**config.mk**
```make
export PLATFORM = sky130hd
export DESIGN_NAME = riscv_csr_top
export DESIGN_NICKNAME = d
export VERILOG_FILES = /design/src/riscv_csr_pkg.sv /design/src/riscv_csr_access.sv /design/src/riscv_csr_regs.sv /design/src/riscv_csr_trap_ctrl.sv /design/src/riscv_csr_top.sv
export VERILOG_INCLUDE_DIRS = /design/src
export SDC_FILE = /design/constraint.sdc
export NUM_CORES = 1
export LEC_CHECK = 0
export ABC_AREA = 0
export ABC_CLOCK_PERIOD_IN_PS = 22200
export BUFFER_PORTS_ARGS = -buffer_cell sky130_fd_sc_hd__buf_4
export CORE_MARGIN = 1.5
export CORE_UTILIZATION = 54
export CTS_CLUSTER_DIAMETER = 60
export DETAILED_ROUTE_END_ITERATION = 6
export PLACE_DENSITY = 0.82
export SYNTH_ARGS = -nofsm -noshare
export SYNTH_HDL_FRONTEND = slang
export SYNTH_SLANG_ARGS = --single-unit
```
**constraint.sdc**
```tcl
create_clock -name i_riscv_csr_clk -period 22.2 [get_ports i_riscv_csr_clk]
set_input_delay 4.44 -clock i_riscv_csr_clk [delete_from_list [all_inputs] [get_ports i_riscv_csr_clk]]
set_output_delay 4.44 -clock i_riscv_csr_clk [all_outputs]
set_load 0.02 [all_outputs]
```
**src/riscv_csr_macros.svh**
```systemverilog
`ifndef RISCV_CSR_MACROS_SVH
`define RISCV_CSR_MACROS_SVH

`define RISCV_CSR_XLEN            64

`define RISCV_CSR_MTVEC_RST       64'h0000_0000_0000_0048  // Base 0x48, direct mode
`define RISCV_CSR_MISA_VAL        64'h8000_0000_0010_0100  // MXL=2, U and I extensions
`define RISCV_CSR_MIE_MASK        64'h0000_0000_0000_0880  // MEIE and MTIE only

`define RISCV_CSR_MSTATUS_MIE     3
`define RISCV_CSR_MSTATUS_MPIE    7
`define RISCV_CSR_MSTATUS_MPP_LO  11                       // MPP occupies bits 12:11

`define RISCV_CSR_MTI_BIT         7
`define RISCV_CSR_MEI_BIT         11

`endif

```
**src/riscv_csr_pkg.sv**
```systemverilog
package riscv_csr_pkg;

  typedef enum logic [11:0] {
    MSTATUS  = 12'h300,
    MISA     = 12'h301,
    MIE      = 12'h304,
    MTVEC    = 12'h305,
    MSCRATCH = 12'h340,
    MEPC     = 12'h341,
    MCAUSE   = 12'h342,
    MTVAL    = 12'h343,
    MIP      = 12'h344,
    MHARTID  = 12'hF14
  } csr_addr_e;

  typedef enum logic [2:0] {
    CSR_NONE  = 3'd0,
    CSR_WRITE = 3'd1,
    CSR_SET   = 3'd2,
    CSR_CLEAR = 3'd3,
    CSR_READ  = 3'd4,
    CSR_MRET  = 3'd5
  } csr_op_e;

  typedef enum logic [1:0] {
    PRIV_U = 2'b00,
    PRIV_M = 2'b11
  } priv_lvl_e;

  typedef enum logic [3:0] {
    CAUSE_INST_MISALIGNED  = 4'd0,
    CAUSE_ILLEGAL          = 4'd2,
    CAUSE_LOAD_MISALIGNED  = 4'd4,
    CAUSE_STORE_MISALIGNED = 4'd6,
    CAUSE_MTI              = 4'd7,
    CAUSE_ECALL_U          = 4'd8,
    CAUSE_ECALL_M          = 4'd11
  } trap_cause_e;

  // Same code as ECALL_M, the interrupt flag tells them apart
  localparam trap_cause_e CAUSE_MEI = CAUSE_ECALL_M;

endpackage

```
**src/riscv_csr_access.sv**
```systemverilog
`include "riscv_csr_macros.svh"

module riscv_csr_access
  import riscv_csr_pkg::*;
(
  input  csr_op_e                    i_riscv_csr_op,
  input  logic [11:0]                i_riscv_csr_address,
  input  logic [`RISCV_CSR_XLEN-1:0] i_riscv_csr_wdata,
  input  logic [`RISCV_CSR_XLEN-1:0] i_riscv_csr_rdata,
  input  logic                       i_riscv_csr_read_unknown,
  input  priv_lvl_e                  i_riscv_csr_priv,
  input  logic                       i_riscv_csr_stall,
  output logic                       o_riscv_csr_wr_en,
  output logic [`RISCV_CSR_XLEN-1:0] o_riscv_csr_wr_data,
  output logic                       o_riscv_csr_mret,
  output logic                       o_riscv_csr_illegal
);

  logic is_access;     // Any CSR read or write
  logic is_write;      // Write, set or clear
  logic is_mret;
  logic illegal_ro;    // Write to read-only space
  logic illegal_priv;  // CSR above current level

  always_comb
  begin
    is_access           = 1'b1;
    is_write            = 1'b0;
    is_mret             = 1'b0;
    o_riscv_csr_wr_data = i_riscv_csr_wdata;
    case (i_riscv_csr_op)
      CSR_WRITE : is_write = 1'b1;
      CSR_SET   :
      begin
        is_write            = 1'b1;
        o_riscv_csr_wr_data = i_riscv_csr_rdata | i_riscv_csr_wdata;
      end
      CSR_CLEAR :
      begin
        is_write            = 1'b1;
        o_riscv_csr_wr_data = i_riscv_csr_rdata & ~i_riscv_csr_wdata;
      end
      CSR_READ  : is_write = 1'b0;
      CSR_MRET  :
      begin
        is_access = 1'b0;
        is_mret   = 1'b1;
      end
      default   : is_access = 1'b0;  // NONE and the two spare codes
    endcase
  end

  assign illegal_ro   = is_write && (i_riscv_csr_address[11:10] == 2'b11);
  assign illegal_priv = i_riscv_csr_address[9:8] > i_riscv_csr_priv;

  assign o_riscv_csr_illegal = is_access &&
                               (i_riscv_csr_read_unknown || illegal_ro || illegal_priv);

  assign o_riscv_csr_wr_en = is_write && !o_riscv_csr_illegal && !i_riscv_csr_stall;
  assign o_riscv_csr_mret  = is_mret && !i_riscv_csr_stall;

endmodule

```
**src/riscv_csr_regs.sv**
```systemverilog
`include "riscv_csr_macros.svh"

module riscv_csr_regs
  import riscv_csr_pkg::*;
(
  input  logic                       i_riscv_csr_clk,
  input  logic                       i_riscv_csr_rst,
  input  logic [11:0]                i_riscv_csr_address,
  input  logic                       i_riscv_csr_wr_en,
  input  logic [`RISCV_CSR_XLEN-1:0] i_riscv_csr_wr_data,
  input  logic                       i_riscv_csr_mret,
  input  logic                       i_riscv_csr_trap_taken,
  input  trap_cause_e                i_riscv_csr_trap_cause,
  input  logic                       i_riscv_csr_trap_is_int,
  input  logic                       i_riscv_csr_tval_wr,
  input  logic [`RISCV_CSR_XLEN-1:0] i_riscv_csr_tval,
  input  logic [`RISCV_CSR_XLEN-1:0] i_riscv_csr_pc,
  input  logic                       i_riscv_csr_timer_int,
  input  logic                       i_riscv_csr_external_int,
  output logic [`RISCV_CSR_XLEN-1:0] o_riscv_csr_rdata,
  output logic                       o_riscv_csr_read_unknown,
  output priv_lvl_e                  o_riscv_csr_priv,
  output logic                       o_riscv_csr_mstatus_mie,
  output logic [`RISCV_CSR_XLEN-1:0] o_riscv_csr_mie,
  output logic [`RISCV_CSR_XLEN-1:0] o_riscv_csr_mip,
  output logic [`RISCV_CSR_XLEN-1:0] o_riscv_csr_mtvec,
  output logic [`RISCV_CSR_XLEN-1:0] o_riscv_csr_mepc
);

  logic                       mstatus_mie;
  logic                       mstatus_mpie;
  priv_lvl_e                  mstatus_mpp;
  priv_lvl_e                  priv_q;
  logic [`RISCV_CSR_XLEN-1:0] mie_q;
  logic [`RISCV_CSR_XLEN-1:0] mip_q;
  logic [`RISCV_CSR_XLEN-1:0] mtvec_q;
  logic [`RISCV_CSR_XLEN-1:0] mscratch_q;
  logic [`RISCV_CSR_XLEN-1:0] mepc_q;
  logic [`RISCV_CSR_XLEN-1:0] mtval_q;
  logic                       mcause_int;
  logic [3:0]                 mcause_code;
  logic                       csr_wr;  // Write survives trap and MRET

  assign csr_wr = i_riscv_csr_wr_en && !i_riscv_csr_trap_taken && !i_riscv_csr_mret;

  always_comb
  begin
    o_riscv_csr_rdata        = '0;
    o_riscv_csr_read_unknown = 1'b0;
    case (i_riscv_csr_address)
      MSTATUS  :
      begin
        o_riscv_csr_rdata[`RISCV_CSR_MSTATUS_MIE]  = mstatus_mie;
        o_riscv_csr_rdata[`RISCV_CSR_MSTATUS_MPIE] = mstatus_mpie;
        o_riscv_csr_rdata[`RISCV_CSR_MSTATUS_MPP_LO+1:`RISCV_CSR_MSTATUS_MPP_LO] = mstatus_mpp;
      end
      MISA     : o_riscv_csr_rdata = `RISCV_CSR_MISA_VAL;
      MIE      : o_riscv_csr_rdata = mie_q;
      MTVEC    : o_riscv_csr_rdata = mtvec_q;
      MSCRATCH : o_riscv_csr_rdata = mscratch_q;
      MEPC     : o_riscv_csr_rdata = mepc_q;
      MCAUSE   : o_riscv_csr_rdata = {mcause_int, {(`RISCV_CSR_XLEN-5){1'b0}}, mcause_code};
      MTVAL    : o_riscv_csr_rdata = mtval_q;
      MIP      : o_riscv_csr_rdata = mip_q;
      MHARTID  : o_riscv_csr_rdata = '0;  // Single hart
      default  : o_riscv_csr_read_unknown = 1'b1;
    endcase
  end

  // MSTATUS and privilege
  always_ff @(posedge i_riscv_csr_clk or posedge i_riscv_csr_rst)
  begin
    if (i_riscv_csr_rst)
    begin
      mstatus_mie  <= 1'b0;
      mstatus_mpie <= 1'b0;
      mstatus_mpp  <= PRIV_U;
      priv_q       <= PRIV_M;
    end
    else if (i_riscv_csr_trap_taken)
    begin
      mstatus_mpie <= mstatus_mie;
      mstatus_mie  <= 1'b0;
      mstatus_mpp  <= priv_q;
      priv_q       <= PRIV_M;
    end
    else if (i_riscv_csr_mret)
    begin
      mstatus_mie  <= mstatus_mpie;
      mstatus_mpie <= 1'b1;
      mstatus_mpp  <= PRIV_U;
      priv_q       <= mstatus_mpp;
    end
    else if (csr_wr && (i_riscv_csr_address == MSTATUS))
    begin
      mstatus_mie  <= i_riscv_csr_wr_data[`RISCV_CSR_MSTATUS_MIE];
      mstatus_mpie <= i_riscv_csr_wr_data[`RISCV_CSR_MSTATUS_MPIE];
      // Only U and M exist, any other MPP encoding lands on U
      mstatus_mpp  <= (i_riscv_csr_wr_data[`RISCV_CSR_MSTATUS_MPP_LO+1:
                                           `RISCV_CSR_MSTATUS_MPP_LO] == 2'b11) ? PRIV_M : PRIV_U;
    end
  end

  // Plain software registers
  always_ff @(posedge i_riscv_csr_clk or posedge i_riscv_csr_rst)
  begin
    if (i_riscv_csr_rst)
    begin
      mie_q      <= '0;
      mtvec_q    <= `RISCV_CSR_MTVEC_RST;
      mscratch_q <= '0;
    end
    else if (csr_wr)
    begin
      case (i_riscv_csr_address)
        MIE      : mie_q      <= i_riscv_csr_wr_data & `RISCV_CSR_MIE_MASK;
        MTVEC    : mtvec_q    <= {i_riscv_csr_wr_data[`RISCV_CSR_XLEN-1:2], 1'b0,
                                  i_riscv_csr_wr_data[0]};
        MSCRATCH : mscratch_q <= i_riscv_csr_wr_data;
        default  : mscratch_q <= mscratch_q;
      endcase
    end
  end

  // Pending bits track the lines, one cycle late
  always_ff @(posedge i_riscv_csr_clk or posedge i_riscv_csr_rst)
  begin
    if (i_riscv_csr_rst)
      mip_q <= '0;
    else
    begin
      mip_q                     <= '0;
      mip_q[`RISCV_CSR_MTI_BIT] <= i_riscv_csr_timer_int;
      mip_q[`RISCV_CSR_MEI_BIT] <= i_riscv_csr_external_int;
    end
  end

  // Trap state
  always_ff @(posedge i_riscv_csr_clk or posedge i_riscv_csr_rst)
  begin
    if (i_riscv_csr_rst)
    begin
      mepc_q      <= '0;
      mcause_int  <= 1'b0;
      mcause_code <= '0;
      mtval_q     <= '0;
    end
    else if (i_riscv_csr_trap_taken)
    begin
      mepc_q      <= i_riscv_csr_pc;
      mcause_int  <= i_riscv_csr_trap_is_int;
      mcause_code <= i_riscv_csr_trap_cause;
      if (i_riscv_csr_tval_wr)
        mtval_q <= i_riscv_csr_tval;
    end
    else if (csr_wr)
    begin
      case (i_riscv_csr_address)
        MEPC    : mepc_q <= {i_riscv_csr_wr_data[`RISCV_CSR_XLEN-1:1], 1'b0};
        MCAUSE  :
        begin
          mcause_int  <= i_riscv_csr_wr_data[`RISCV_CSR_XLEN-1];
          mcause_code <= i_riscv_csr_wr_data[3:0];
        end
        MTVAL   : mtval_q <= i_riscv_csr_wr_data;
        default : mtval_q <= mtval_q;
      endcase
    end
  end

  assign o_riscv_csr_priv        = priv_q;
  assign o_riscv_csr_mstatus_mie = mstatus_mie;
  assign o_riscv_csr_mie         = mie_q;
  assign o_riscv_csr_mip         = mip_q;
  assign o_riscv_csr_mtvec       = mtvec_q;
  assign o_riscv_csr_mepc        = mepc_q;

endmodule

```
**src/riscv_csr_trap_ctrl.sv**
```systemverilog
`include "riscv_csr_macros.svh"

module riscv_csr_trap_ctrl
  import riscv_csr_pkg::*;
(
  input  priv_lvl_e                  i_riscv_csr_priv,
  input  logic                       i_riscv_csr_mstatus_mie,
  input  logic [`RISCV_CSR_XLEN-1:0] i_riscv_csr_mie,
  input  logic [`RISCV_CSR_XLEN-1:0] i_riscv_csr_mip,
  input  logic [`RISCV_CSR_XLEN-1:0] i_riscv_csr_mtvec,
  input  logic                       i_riscv_csr_illegal_csr,
  input  logic                       i_riscv_csr_illegal_inst,
  input  logic                       i_riscv_csr_ecall,
  input  logic                       i_riscv_csr_inst_addr_misaligned,
  input  logic                       i_riscv_csr_load_addr_misaligned,
  input  logic                       i_riscv_csr_store_addr_misaligned,
  input  logic [`RISCV_CSR_XLEN-1:0] i_riscv_csr_fault_addr,
  input  logic [31:0]                i_riscv_csr_inst,
  input  logic                       i_riscv_csr_flush,
  input  logic                       i_riscv_csr_stall,
  output logic                       o_riscv_csr_trap_taken,
  output trap_cause_e                o_riscv_csr_trap_cause,
  output logic                       o_riscv_csr_trap_is_int,
  output logic                       o_riscv_csr_tval_wr,
  output logic [`RISCV_CSR_XLEN-1:0] o_riscv_csr_tval,
  output logic [`RISCV_CSR_XLEN-1:0] o_riscv_csr_trap_address
);

  logic                       int_enable;  // Always on below M
  logic                       mei_go;
  logic                       mti_go;
  logic                       illegal;
  logic                       exc_go;
  logic [`RISCV_CSR_XLEN-1:0] trap_base;

  assign int_enable = (i_riscv_csr_priv == PRIV_U) || i_riscv_csr_mstatus_mie;
  assign mei_go     = i_riscv_csr_mie[`RISCV_CSR_MEI_BIT] && i_riscv_csr_mip[`RISCV_CSR_MEI_BIT] &&
                      int_enable;
  assign mti_go     = i_riscv_csr_mie[`RISCV_CSR_MTI_BIT] && i_riscv_csr_mip[`RISCV_CSR_MTI_BIT] &&
                      int_enable;

  assign illegal = i_riscv_csr_illegal_csr || i_riscv_csr_illegal_inst;
  assign exc_go  = illegal || i_riscv_csr_inst_addr_misaligned || i_riscv_csr_ecall ||
                   i_riscv_csr_load_addr_misaligned || i_riscv_csr_store_addr_misaligned;

  assign o_riscv_csr_trap_is_int = mei_go || mti_go;
  assign o_riscv_csr_trap_taken  = (o_riscv_csr_trap_is_int || exc_go) &&
                                   !i_riscv_csr_flush && !i_riscv_csr_stall;

  // Interrupts first, then exceptions in fixed order
  always_comb
  begin
    o_riscv_csr_trap_cause = CAUSE_INST_MISALIGNED;
    o_riscv_csr_tval_wr    = 1'b0;
    o_riscv_csr_tval       = i_riscv_csr_fault_addr;
    if (mei_go)
      o_riscv_csr_trap_cause = CAUSE_MEI;
    else if (mti_go)
      o_riscv_csr_trap_cause = CAUSE_MTI;
    else if (illegal)
    begin
      o_riscv_csr_trap_cause = CAUSE_ILLEGAL;
      o_riscv_csr_tval_wr    = 1'b1;
      o_riscv_csr_tval       = {{(`RISCV_CSR_XLEN-32){1'b0}}, i_riscv_csr_inst};
    end
    else if (i_riscv_csr_inst_addr_misaligned)
      o_riscv_csr_trap_cause = CAUSE_INST_MISALIGNED;
    else if (i_riscv_csr_ecall)
      o_riscv_csr_trap_cause = (i_riscv_csr_priv == PRIV_M) ? CAUSE_ECALL_M : CAUSE_ECALL_U;
    else if (i_riscv_csr_load_addr_misaligned)
    begin
      o_riscv_csr_trap_cause = CAUSE_LOAD_MISALIGNED;
      o_riscv_csr_tval_wr    = 1'b1;
    end
    else if (i_riscv_csr_store_addr_misaligned)
    begin
      o_riscv_csr_trap_cause = CAUSE_STORE_MISALIGNED;
      o_riscv_csr_tval_wr    = 1'b1;
    end
  end

  assign trap_base = {i_riscv_csr_mtvec[`RISCV_CSR_XLEN-1:2], 2'b00};

  // Vectored mode offsets interrupts only
  assign o_riscv_csr_trap_address =
    (i_riscv_csr_mtvec[0] && o_riscv_csr_trap_is_int) ?
    trap_base + {{(`RISCV_CSR_XLEN-6){1'b0}}, o_riscv_csr_trap_cause, 2'b00} : trap_base;

endmodule

```
**src/riscv_csr_top.sv**
```systemverilog
`include "riscv_csr_macros.svh"

module riscv_csr_top
  import riscv_csr_pkg::*;
(
  input  logic                       i_riscv_csr_clk,
  input  logic                       i_riscv_csr_rst,
  input  logic [11:0]                i_riscv_csr_address,
  input  csr_op_e                    i_riscv_csr_op,
  input  logic [`RISCV_CSR_XLEN-1:0] i_riscv_csr_wdata,
  input  logic [`RISCV_CSR_XLEN-1:0] i_riscv_csr_pc,
  input  logic [`RISCV_CSR_XLEN-1:0] i_riscv_csr_fault_addr,
  input  logic [31:0]                i_riscv_csr_inst,
  input  logic                       i_riscv_csr_illegal_inst,
  input  logic                       i_riscv_csr_ecall,
  input  logic                       i_riscv_csr_inst_addr_misaligned,
  input  logic                       i_riscv_csr_load_addr_misaligned,
  input  logic                       i_riscv_csr_store_addr_misaligned,
  input  logic                       i_riscv_csr_timer_int,
  input  logic                       i_riscv_csr_external_int,
  input  logic                       i_riscv_csr_flush,
  input  logic                       i_riscv_csr_stall,
  output logic [`RISCV_CSR_XLEN-1:0] o_riscv_csr_rdata,
  output logic                       o_riscv_csr_trap_taken,
  output logic [`RISCV_CSR_XLEN-1:0] o_riscv_csr_trap_address,
  output logic [`RISCV_CSR_XLEN-1:0] o_riscv_csr_return_address,
  output logic                       o_riscv_csr_mret,
  output priv_lvl_e                  o_riscv_csr_privlvl
);

  logic                       read_unknown;
  logic                       wr_en;
  logic [`RISCV_CSR_XLEN-1:0] wr_data;
  logic                       mret;
  logic                       illegal_csr;
  logic                       mstatus_mie;
  logic [`RISCV_CSR_XLEN-1:0] mie;
  logic [`RISCV_CSR_XLEN-1:0] mip;
  logic [`RISCV_CSR_XLEN-1:0] mtvec;
  trap_cause_e                trap_cause;
  logic                       trap_is_int;
  logic                       tval_wr;
  logic [`RISCV_CSR_XLEN-1:0] tval;

  riscv_csr_access u_access (
    .i_riscv_csr_op           (i_riscv_csr_op),
    .i_riscv_csr_address      (i_riscv_csr_address),
    .i_riscv_csr_wdata        (i_riscv_csr_wdata),
    .i_riscv_csr_rdata        (o_riscv_csr_rdata),
    .i_riscv_csr_read_unknown (read_unknown),
    .i_riscv_csr_priv         (o_riscv_csr_privlvl),
    .i_riscv_csr_stall        (i_riscv_csr_stall),
    .o_riscv_csr_wr_en        (wr_en),
    .o_riscv_csr_wr_data      (wr_data),
    .o_riscv_csr_mret         (mret),
    .o_riscv_csr_illegal      (illegal_csr)
  );

  riscv_csr_regs u_regs (
    .i_riscv_csr_clk          (i_riscv_csr_clk),
    .i_riscv_csr_rst          (i_riscv_csr_rst),
    .i_riscv_csr_address      (i_riscv_csr_address),
    .i_riscv_csr_wr_en        (wr_en),
    .i_riscv_csr_wr_data      (wr_data),
    .i_riscv_csr_mret         (mret),
    .i_riscv_csr_trap_taken   (o_riscv_csr_trap_taken),
    .i_riscv_csr_trap_cause   (trap_cause),
    .i_riscv_csr_trap_is_int  (trap_is_int),
    .i_riscv_csr_tval_wr      (tval_wr),
    .i_riscv_csr_tval         (tval),
    .i_riscv_csr_pc           (i_riscv_csr_pc),
    .i_riscv_csr_timer_int    (i_riscv_csr_timer_int),
    .i_riscv_csr_external_int (i_riscv_csr_external_int),
    .o_riscv_csr_rdata        (o_riscv_csr_rdata),
    .o_riscv_csr_read_unknown (read_unknown),
    .o_riscv_csr_priv         (o_riscv_csr_privlvl),
    .o_riscv_csr_mstatus_mie  (mstatus_mie),
    .o_riscv_csr_mie          (mie),
    .o_riscv_csr_mip          (mip),
    .o_riscv_csr_mtvec        (mtvec),
    .o_riscv_csr_mepc         (o_riscv_csr_return_address)
  );

  riscv_csr_trap_ctrl u_trap_ctrl (
    .i_riscv_csr_priv                  (o_riscv_csr_privlvl),
    .i_riscv_csr_mstatus_mie           (mstatus_mie),
    .i_riscv_csr_mie                   (mie),
    .i_riscv_csr_mip                   (mip),
    .i_riscv_csr_mtvec                 (mtvec),
    .i_riscv_csr_illegal_csr           (illegal_csr),
    .i_riscv_csr_illegal_inst          (i_riscv_csr_illegal_inst),
    .i_riscv_csr_ecall                 (i_riscv_csr_ecall),
    .i_riscv_csr_inst_addr_misaligned  (i_riscv_csr_inst_addr_misaligned),
    .i_riscv_csr_load_addr_misaligned  (i_riscv_csr_load_addr_misaligned),
    .i_riscv_csr_store_addr_misaligned (i_riscv_csr_store_addr_misaligned),
    .i_riscv_csr_fault_addr            (i_riscv_csr_fault_addr),
    .i_riscv_csr_inst                  (i_riscv_csr_inst),
    .i_riscv_csr_flush                 (i_riscv_csr_flush),
    .i_riscv_csr_stall                 (i_riscv_csr_stall),
    .o_riscv_csr_trap_taken            (o_riscv_csr_trap_taken),
    .o_riscv_csr_trap_cause            (trap_cause),
    .o_riscv_csr_trap_is_int           (trap_is_int),
    .o_riscv_csr_tval_wr               (tval_wr),
    .o_riscv_csr_tval                  (tval),
    .o_riscv_csr_trap_address          (o_riscv_csr_trap_address)
  );

  assign o_riscv_csr_mret = mret && !o_riscv_csr_trap_taken;  // A trap overrides the return

endmodule

```
-- Yosys cells after proc, flatten, opt, wreduce, memory -nomap -nowiden
Index checks and enable logic that the tools add are counted.
- bits in registers: 270
- output and inout port bits: 196
- word-level logic and storage cells: 139
- add/subtract/negate cells: 1
- magnitude comparators: 1
- equal/unequal tests: 19
- muxes and demuxes: 56
- bitwise gates (word level): 3
- reduce and logical (&&, ||, !) cells: 47
- operators by type and width (operator ; number):
    $mux W64 ; 11
    $pmux W51 S6 ; 1
    $pmux W64 S2 ; 1
    $eq A12 B10 Y1 const B ; 9
    $add A64 B6 Y64 ; 1
    $and A64 B64 Y64 ; 1
    $not A64 Y64 ; 1
    $or A64 B64 Y64 ; 1
    $mux W4 ; 9
    $pmux W3 S5 ; 2
    $mux W1 ; 20
    $logic_and A1 B1 Y1 ; 16
    $mux W2 ; 7
    $pmux W2 S7 ; 1
    $eq A12 B12 Y1 const B ; 1
    $pmux W3 S4 ; 1
    $logic_or A1 B1 Y1 ; 10
    $reduce_and A2 Y1 ; 5
    $reduce_bool A2 Y1 ; 5
    $reduce_or A10 Y1 ; 1
    $pmux W1 S7 ; 1
    $eq A2 B2 Y1 const B ; 3
    $eq A3 B2 Y1 const B ; 2
    $eq A3 B3 Y1 const B ; 2
    11 further kinds ; 15

-- Depth between registers and ports, before layout
- word-level depth: 22
- gate-level depth with buffers: 18
- depth with buffers taken out: 18

-- Modules after synthesis
A second synthesis with hierarchy kept.
- cell total of the unflattened synthesis: 1784
- area, all modules: 18009.8 um2
- modules (own cells, without submodules) (module ; instances ; cells each ; area an instance (um2) ; seq. area each (um2)):
    riscv_csr_regs ; 1 ; 1312 ; 14629.0 ; 6761.5
    riscv_csr_trap_ctrl ; 1 ; 312 ; 2198.4 ; 0.0
    riscv_csr_access ; 1 ; 159 ; 1168.6 ; 0.0
    riscv_csr_top ; 1 ; 1 ; 13.8 ; 0.0

-- Least setup slack after synthesis
Ideal clock, no wire load.
- path type: input-to-output
- from: input port i_riscv_csr_address[11]
- to: output port o_riscv_csr_trap_address[54]
- data arrival time: 8813 ps
- required time: 17760 ps
- path slack: 8947 ps
- stages: 16
- buffers on the path: 0
- cells stage by stage: or4b_1 > a211o_1 > a2111oi_4 > o21ai_0 > nor3b_1 > a31o_2 > ha_1 > inv_1 > fa_1 > nor2b_1 > o21ai_0 > a211oi_1 > nand4_1 > or3_1 > nor2_1 > xor2_1
- longest elaborated chain between the ends: 12
- elaborated cells on any way between the ends: 23
- classes of those cells: add/sub (1); eq/ne (11); mux (5); reduce/logical (6)
- RTL lines (item ; RTL line ; source):
    start: declaration ; riscv_csr_top.sv:8 ; input logic [11:0] i_riscv_csr_address,
    $eq A12 B12 Y1, or another cell as far along ; riscv_csr_regs.sv:50 ; case (i_riscv_csr_address)
    $reduce_or A10 Y1 (no source line) ; n/a ;
    $mux W1 ; riscv_csr_regs.sv:50 ;
    $logic_or A1 B1 Y1 * (2 in a row) ; riscv_csr_access.sv:57 ; (i_riscv_csr_read_unknown || illegal_ro || illegal_priv);
    $logic_and A1 B1 Y1 * ; riscv_csr_access.sv:56 ; assign o_riscv_csr_illegal = is_access &&
    $logic_or A1 B1 Y1 * ; riscv_csr_trap_ctrl.sv:42 ; assign illegal = i_riscv_csr_illegal_csr || i_riscv_csr_illegal_inst;
    $mux W4 * ; riscv_csr_trap_ctrl.sv:60 ; else if (illegal)
    $mux W4 * ; riscv_csr_trap_ctrl.sv:58 ; else if (mti_go)
    $mux W4 * ; riscv_csr_trap_ctrl.sv:56 ; if (mei_go)
    $add A64 B6 Y64 * ; riscv_csr_trap_ctrl.sv:87 ; trap_base + {{(`RISCV_CSR_XLEN-6){1'b0}}, o_riscv_csr_trap_cause, 2'b00} : trap_base;
    $mux W64 * ; riscv_csr_trap_ctrl.sv:86 ; (i_riscv_csr_mtvec[0] && o_riscv_csr_trap_is_int) ?
    end: declaration ; riscv_csr_top.sv:25 ; output logic [`RISCV_CSR_XLEN-1:0] o_riscv_csr_trap_address,
Every way passes the cells marked *; elsewhere a longest branch is shown, timed or not.

-- Final worst setup path
- from: input port i_riscv_csr_address[6]
- to: output port o_riscv_csr_trap_address[60]
- longest elaborated chain between the ends: 12
- elaborated cells on any way between the ends: 21
- classes of those cells: add/sub (1); eq/ne (10); mux (5); reduce/logical (5)
- RTL lines (item ; RTL line):
    $eq A12 B12 Y1, or another cell as far along ; riscv_csr_regs.sv:50
    $reduce_or A10 Y1 (no source line) * ; n/a
    $mux W1 * ; riscv_csr_regs.sv:50
    $logic_or A1 B1 Y1 * (2 in a row) ; riscv_csr_access.sv:57
    $logic_and A1 B1 Y1 * ; riscv_csr_access.sv:56
    $logic_or A1 B1 Y1 * ; riscv_csr_trap_ctrl.sv:42
    $mux W4 * ; riscv_csr_trap_ctrl.sv:60
    $mux W4 * ; riscv_csr_trap_ctrl.sv:58
    $mux W4 * ; riscv_csr_trap_ctrl.sv:56
    $add A64 B6 Y64 * ; riscv_csr_trap_ctrl.sv:87
    $mux W64 * ; riscv_csr_trap_ctrl.sv:86
Marks and branches as above.

==> results.md <==
* GPL Wtd Cong at between 0.9 and 1
* Post-DP HPWL at 44.24 mm
* Synth cell types at between 70 and 80
* CP max stage delay at ~0.83 ns
* Tmin final at ~15 ns
* Yosys top cell area share at about 40%
* Initial antenna violation count at 0
* Fin crit share at between 60% and 70%
* Largest net degree at the start of global routing at 129
* Gate Count Post-Synth at 1902
* Synth Area in Adders at 0.5833%
* DRT Pass-1 Iters at 6
* Count leader, synth: nand2_1
* Post-Syn Area per Cell at ~8.6 sq um
* Area grow syn2layout at 27.63%
* Fin nets at approximately 2500
* Area of the die at about 0.031 sq mm
* F_max at 66.92 MHz
* #FFs+latches synth at 270
* Final hold viol count at 0
* Layout Utilization at 70.20%
* Worst min-delay path class: reg2reg
* # Post-CTS Setup Buffers at 0
* Post-synthesis compound-gate area fraction at 28.36%
* Share of cells above drive strength 1 at roughly 26%
* Post-Synth XOR/XNOR Area at 3.277%
* R2R Path Start: u_regs.o_riscv_csr_priv[1]
* Via count at 17736
* Crit path from: i_riscv_csr_address[6]
* FP Rows at 63
* Crit path launch type: input port
* Total track usage at about two fifths
* Slew Viols, Final at 0
* Simple-gate share of the synthesized area at 18.27%
* Worst IR Drop VDD at between 0.05 and 0.06 mV
* Filler Cells Inserted at ~2400
* Yosys warning total at 0
* WP buf/inv at 3
* GR Util met3 at 9.407%
* List of most frequent post-synthesis cells: 350 x nand2_1, 266 x dfrtp_1, 195 x o21ai_0, 129 x nor2_1, 114 x clkbuf_1
* CP arrival at between 10 and 15 ns
* Slew @ Worst Pin at ~1.2 ns
* Status: completed
* MaxCap Viol Count at 0
* Post-CTS Resized at 0
* Leading area contributor after synthesis: dfrtp_1
* Drt drc at 0
* Buffers on Ports at 443
* Global-route wire length before repair at 100.6 mm
* Starting density of the core at roughly 55%
* Drt wl/cell at around 25 um
* DR vias/cell at around 6.7
* Drt total wl at 66.99 mm
* Number of cells on the critical path at 18
* Leak Pwr at ~9.7 nW
* Critical path's slowest cell: nor3_1
* GR peak layer: met2
* CTS H-tree depth at 1
* Clk_skew at roughly 0.026 ns
* Io pins at 446
* Total gr overflow at 0
* Reg clk slew, reported paths at approximately 0.06 ns
* Antenna-violating nets left at 0
* CP Class: in2out
* Largest family of logic cells by synthesized area: compound AO/OA/AOI/OAI gates
* Slew headroom at 21.54%
* Post-synth EDFFs at 0
* Die height at roughly 180 um
* WP data required at 17.76 ns
* Final setup TNS at 0 ns
* Initial DRC Count at 1986
* Unrepaired setup endpoints after global routing: no
* Vias in the first global route at 17655
* Pwr per Cell Area at ~65 mW/mm^2
* Hold Path Cell Cnt at 2
* Clock Path Buffers at 3
* CTS Hold Bufs at 0
* FFs w/ async S/R, synth at 100.0%
* HP Start: u_regs.mscratch_q[47]
* Cell area after synthesis at between 0.015 and 0.02 sq mm
* Die width at 176.8 um
* CTS tree: yes
* FF+latch area at ~0.0068 sq mm
* Finish-stage setup viols at 0
* Seq/Total Area, Yosys at 41.48%
* Mux cell area share after synthesis at 3.377%
* Core ar. at 0.02964 sq mm
* Met2 usage at just under 70%
* M1 GR Usage at roughly half
* Root Driver: clkbuf_16
* Reg2reg path depth at 11
* Critical path fanouts, max at between 40 and 50
* CP top delay family: simple AND/OR/NAND/NOR gates
* CP Capture Type: output pin
* Cells along the critical path: buf_4 > or4b_1 > a211o_1 > a2111oi_4 > o21ai_0 > nor3b_1 > a31o_2 > ha_1 > inv_1 > fa_1 > nor2b_1 > o21ai_0 > a211oi_1 > nand4_1 > nor3_1 > nand2_1 > xnor2_1 > buf_4
* Synth top area cells: dfrtp_1 41%, nand2_1 8.1%, o21ai_0 6.0%, nor2_1 3.0%, a22oi_1 2.9%
* Multi-input gate area at 0.008880 sq mm
* Clock tree sinks at 270
* Main flop type after synthesis: dfrtp_1
* Total CTS buffers at 30
* Skew-Pair Late Insertion Delay at about 0.57 ns
[power by group]
part / internal (W) / total, W / switching, W
sequential: 0.000539 / 0.000579 / 0.0000399
clock: 0.000313 / 0.000522 / 0.000209
combinational: 0.000109 / 0.000251 / 0.000141
[through the flow]
stage / hold WS, ns / cells / worst slack (ns) / power, W / cell area [sq um]
2_1_floorplan: 0.4452 / 1903 / 8.947 / 0.0007161 / 16310
3_3_place_gp: 0.4601 / 2607 / 7.465 / 0.0008234 / 19770
3_5_place_dp: 0.4701 / 2607 / 7.381 / 0.0008319 / 19770
4_1_cts: 0.4833 / 2660 / 7.345 / 0.001346 / 20800
5_1_grt: 0.5032 / 2660 / 7.048 / 0.001393 / 20800
6_report: 0.4803 / 2661 / 7.257 / 0.001352 / 20810
[final cells by class]
type	count	area share [%]
Inverter	23	0.4510
Timing Repair Buffer	473	17.07
Sequential cell	270	32.50
Multi-Input combinational cell	1451	42.68
Clock buffer	46	4.330
Tap cell	390	2.345
Clock inverter	7	0.6194
Antenna cell	1	0.01203
[cells in the final DEF (no fill, tap or decap), types with 6 or more instances in the layout]
cell	netlist	routed
a21o_1	56	56
a21oi_1	37	37
a221o_1	26	26
a221oi_1	23	23
a22o_1	28	28
a22oi_1	63	63
a2bb2oi_1	34	34
a31oi_1	29	29
a32oi_1	32	32
and2_1	7	7
and3_1	12	12
buf_4	3	473
clkbuf_1	114	7
clkbuf_16	0	30
clkbuf_8	0	9
dfrtp_1	266	266
ha_1	6	6
inv_1	22	21
mux2_2	14	14
mux2i_1	37	37
nand2_1	350	347
nand3_1	41	39
nand4_1	18	18
nor2_1	129	127
nor3_1	13	12
nor4_1	10	8
nor4b_1	25	24
o211ai_1	39	39
o21a_1	39	39
o21ai_0	195	195
o21ai_1	31	31
or2_2	24	24
xnor2_1	43	43
xor2_1	18	18
[sequential cells by signal, summed over array words and instances, names as in the netlist]
| register | flops |
|---|---|
| u_regs.mscratch_q | 64 |
| u_regs.mtval_q | 64 |
| u_regs.o_riscv_csr_mepc | 64 |
| u_regs.o_riscv_csr_mtvec | 63 |
| u_regs.mcause_code | 4 |
| u_regs.mstatus_mpp | 2 |
| u_regs.o_riscv_csr_mie | 2 |
| u_regs.o_riscv_csr_mip | 2 |
| u_regs.o_riscv_csr_priv | 2 |
| u_regs.mcause_int | 1 |
| u_regs.mstatus_mpie | 1 |
| u_regs.o_riscv_csr_mstatus_mie | 1 |
[layer usage]
| metal | vias up | wire length [um] | share of wire, % |
|---|---|---|---|
| met5 | - | 0 | 0 |
| met4 | 0 | 3941 | 5.9 |
| met2 | 1317 | 31170 | 47 |
| met1 | 8489 | 24150 | 36 |
| li1 | 7638 | - | - |
| met3 | 292 | 7727 | 12 |
[logic make-up after synthesis]
family / after synthesis
compound gates: 669
xor+xnor: 61
buf+inv: 182
mux: 52
fa+ha+maj: 7
simple gates: 660
flops: 270
other cells: 1
[worst register-to-register path, stage by stage, from the launching register on]
cell and delay (ns):
dfstp_2 0.61, inv_1 0.14, ha_1 0.31, nor2b_1 0.13, a2bb2oi_1 0.52, a2111oi_4 0.16, and4_1 0.23, buf_4 0.29
a21oi_4 0.93, buf_4 0.75, a22oi_1 0.23, o21ai_0 0.15
[path summary, 6_finish.rpt]
| path | end | slack [ns] |
|---|---|---|
| max | o_riscv_csr_trap_address[60] | 7.26 |
| min | u_regs.mscratch_q[47] | 0.48 |
| max reg2reg | u_regs.mtval_q[24] | 17.64 |
| min reg2reg | u_regs.mscratch_q[47] | 0.48 |
| max in group asynchronous | u_regs.mscratch_q[29] | 16.53 |
| min in group asynchronous | u_regs.o_riscv_csr_mepc[3] | 4.08 |
Power figures use the tool's default switching activity.
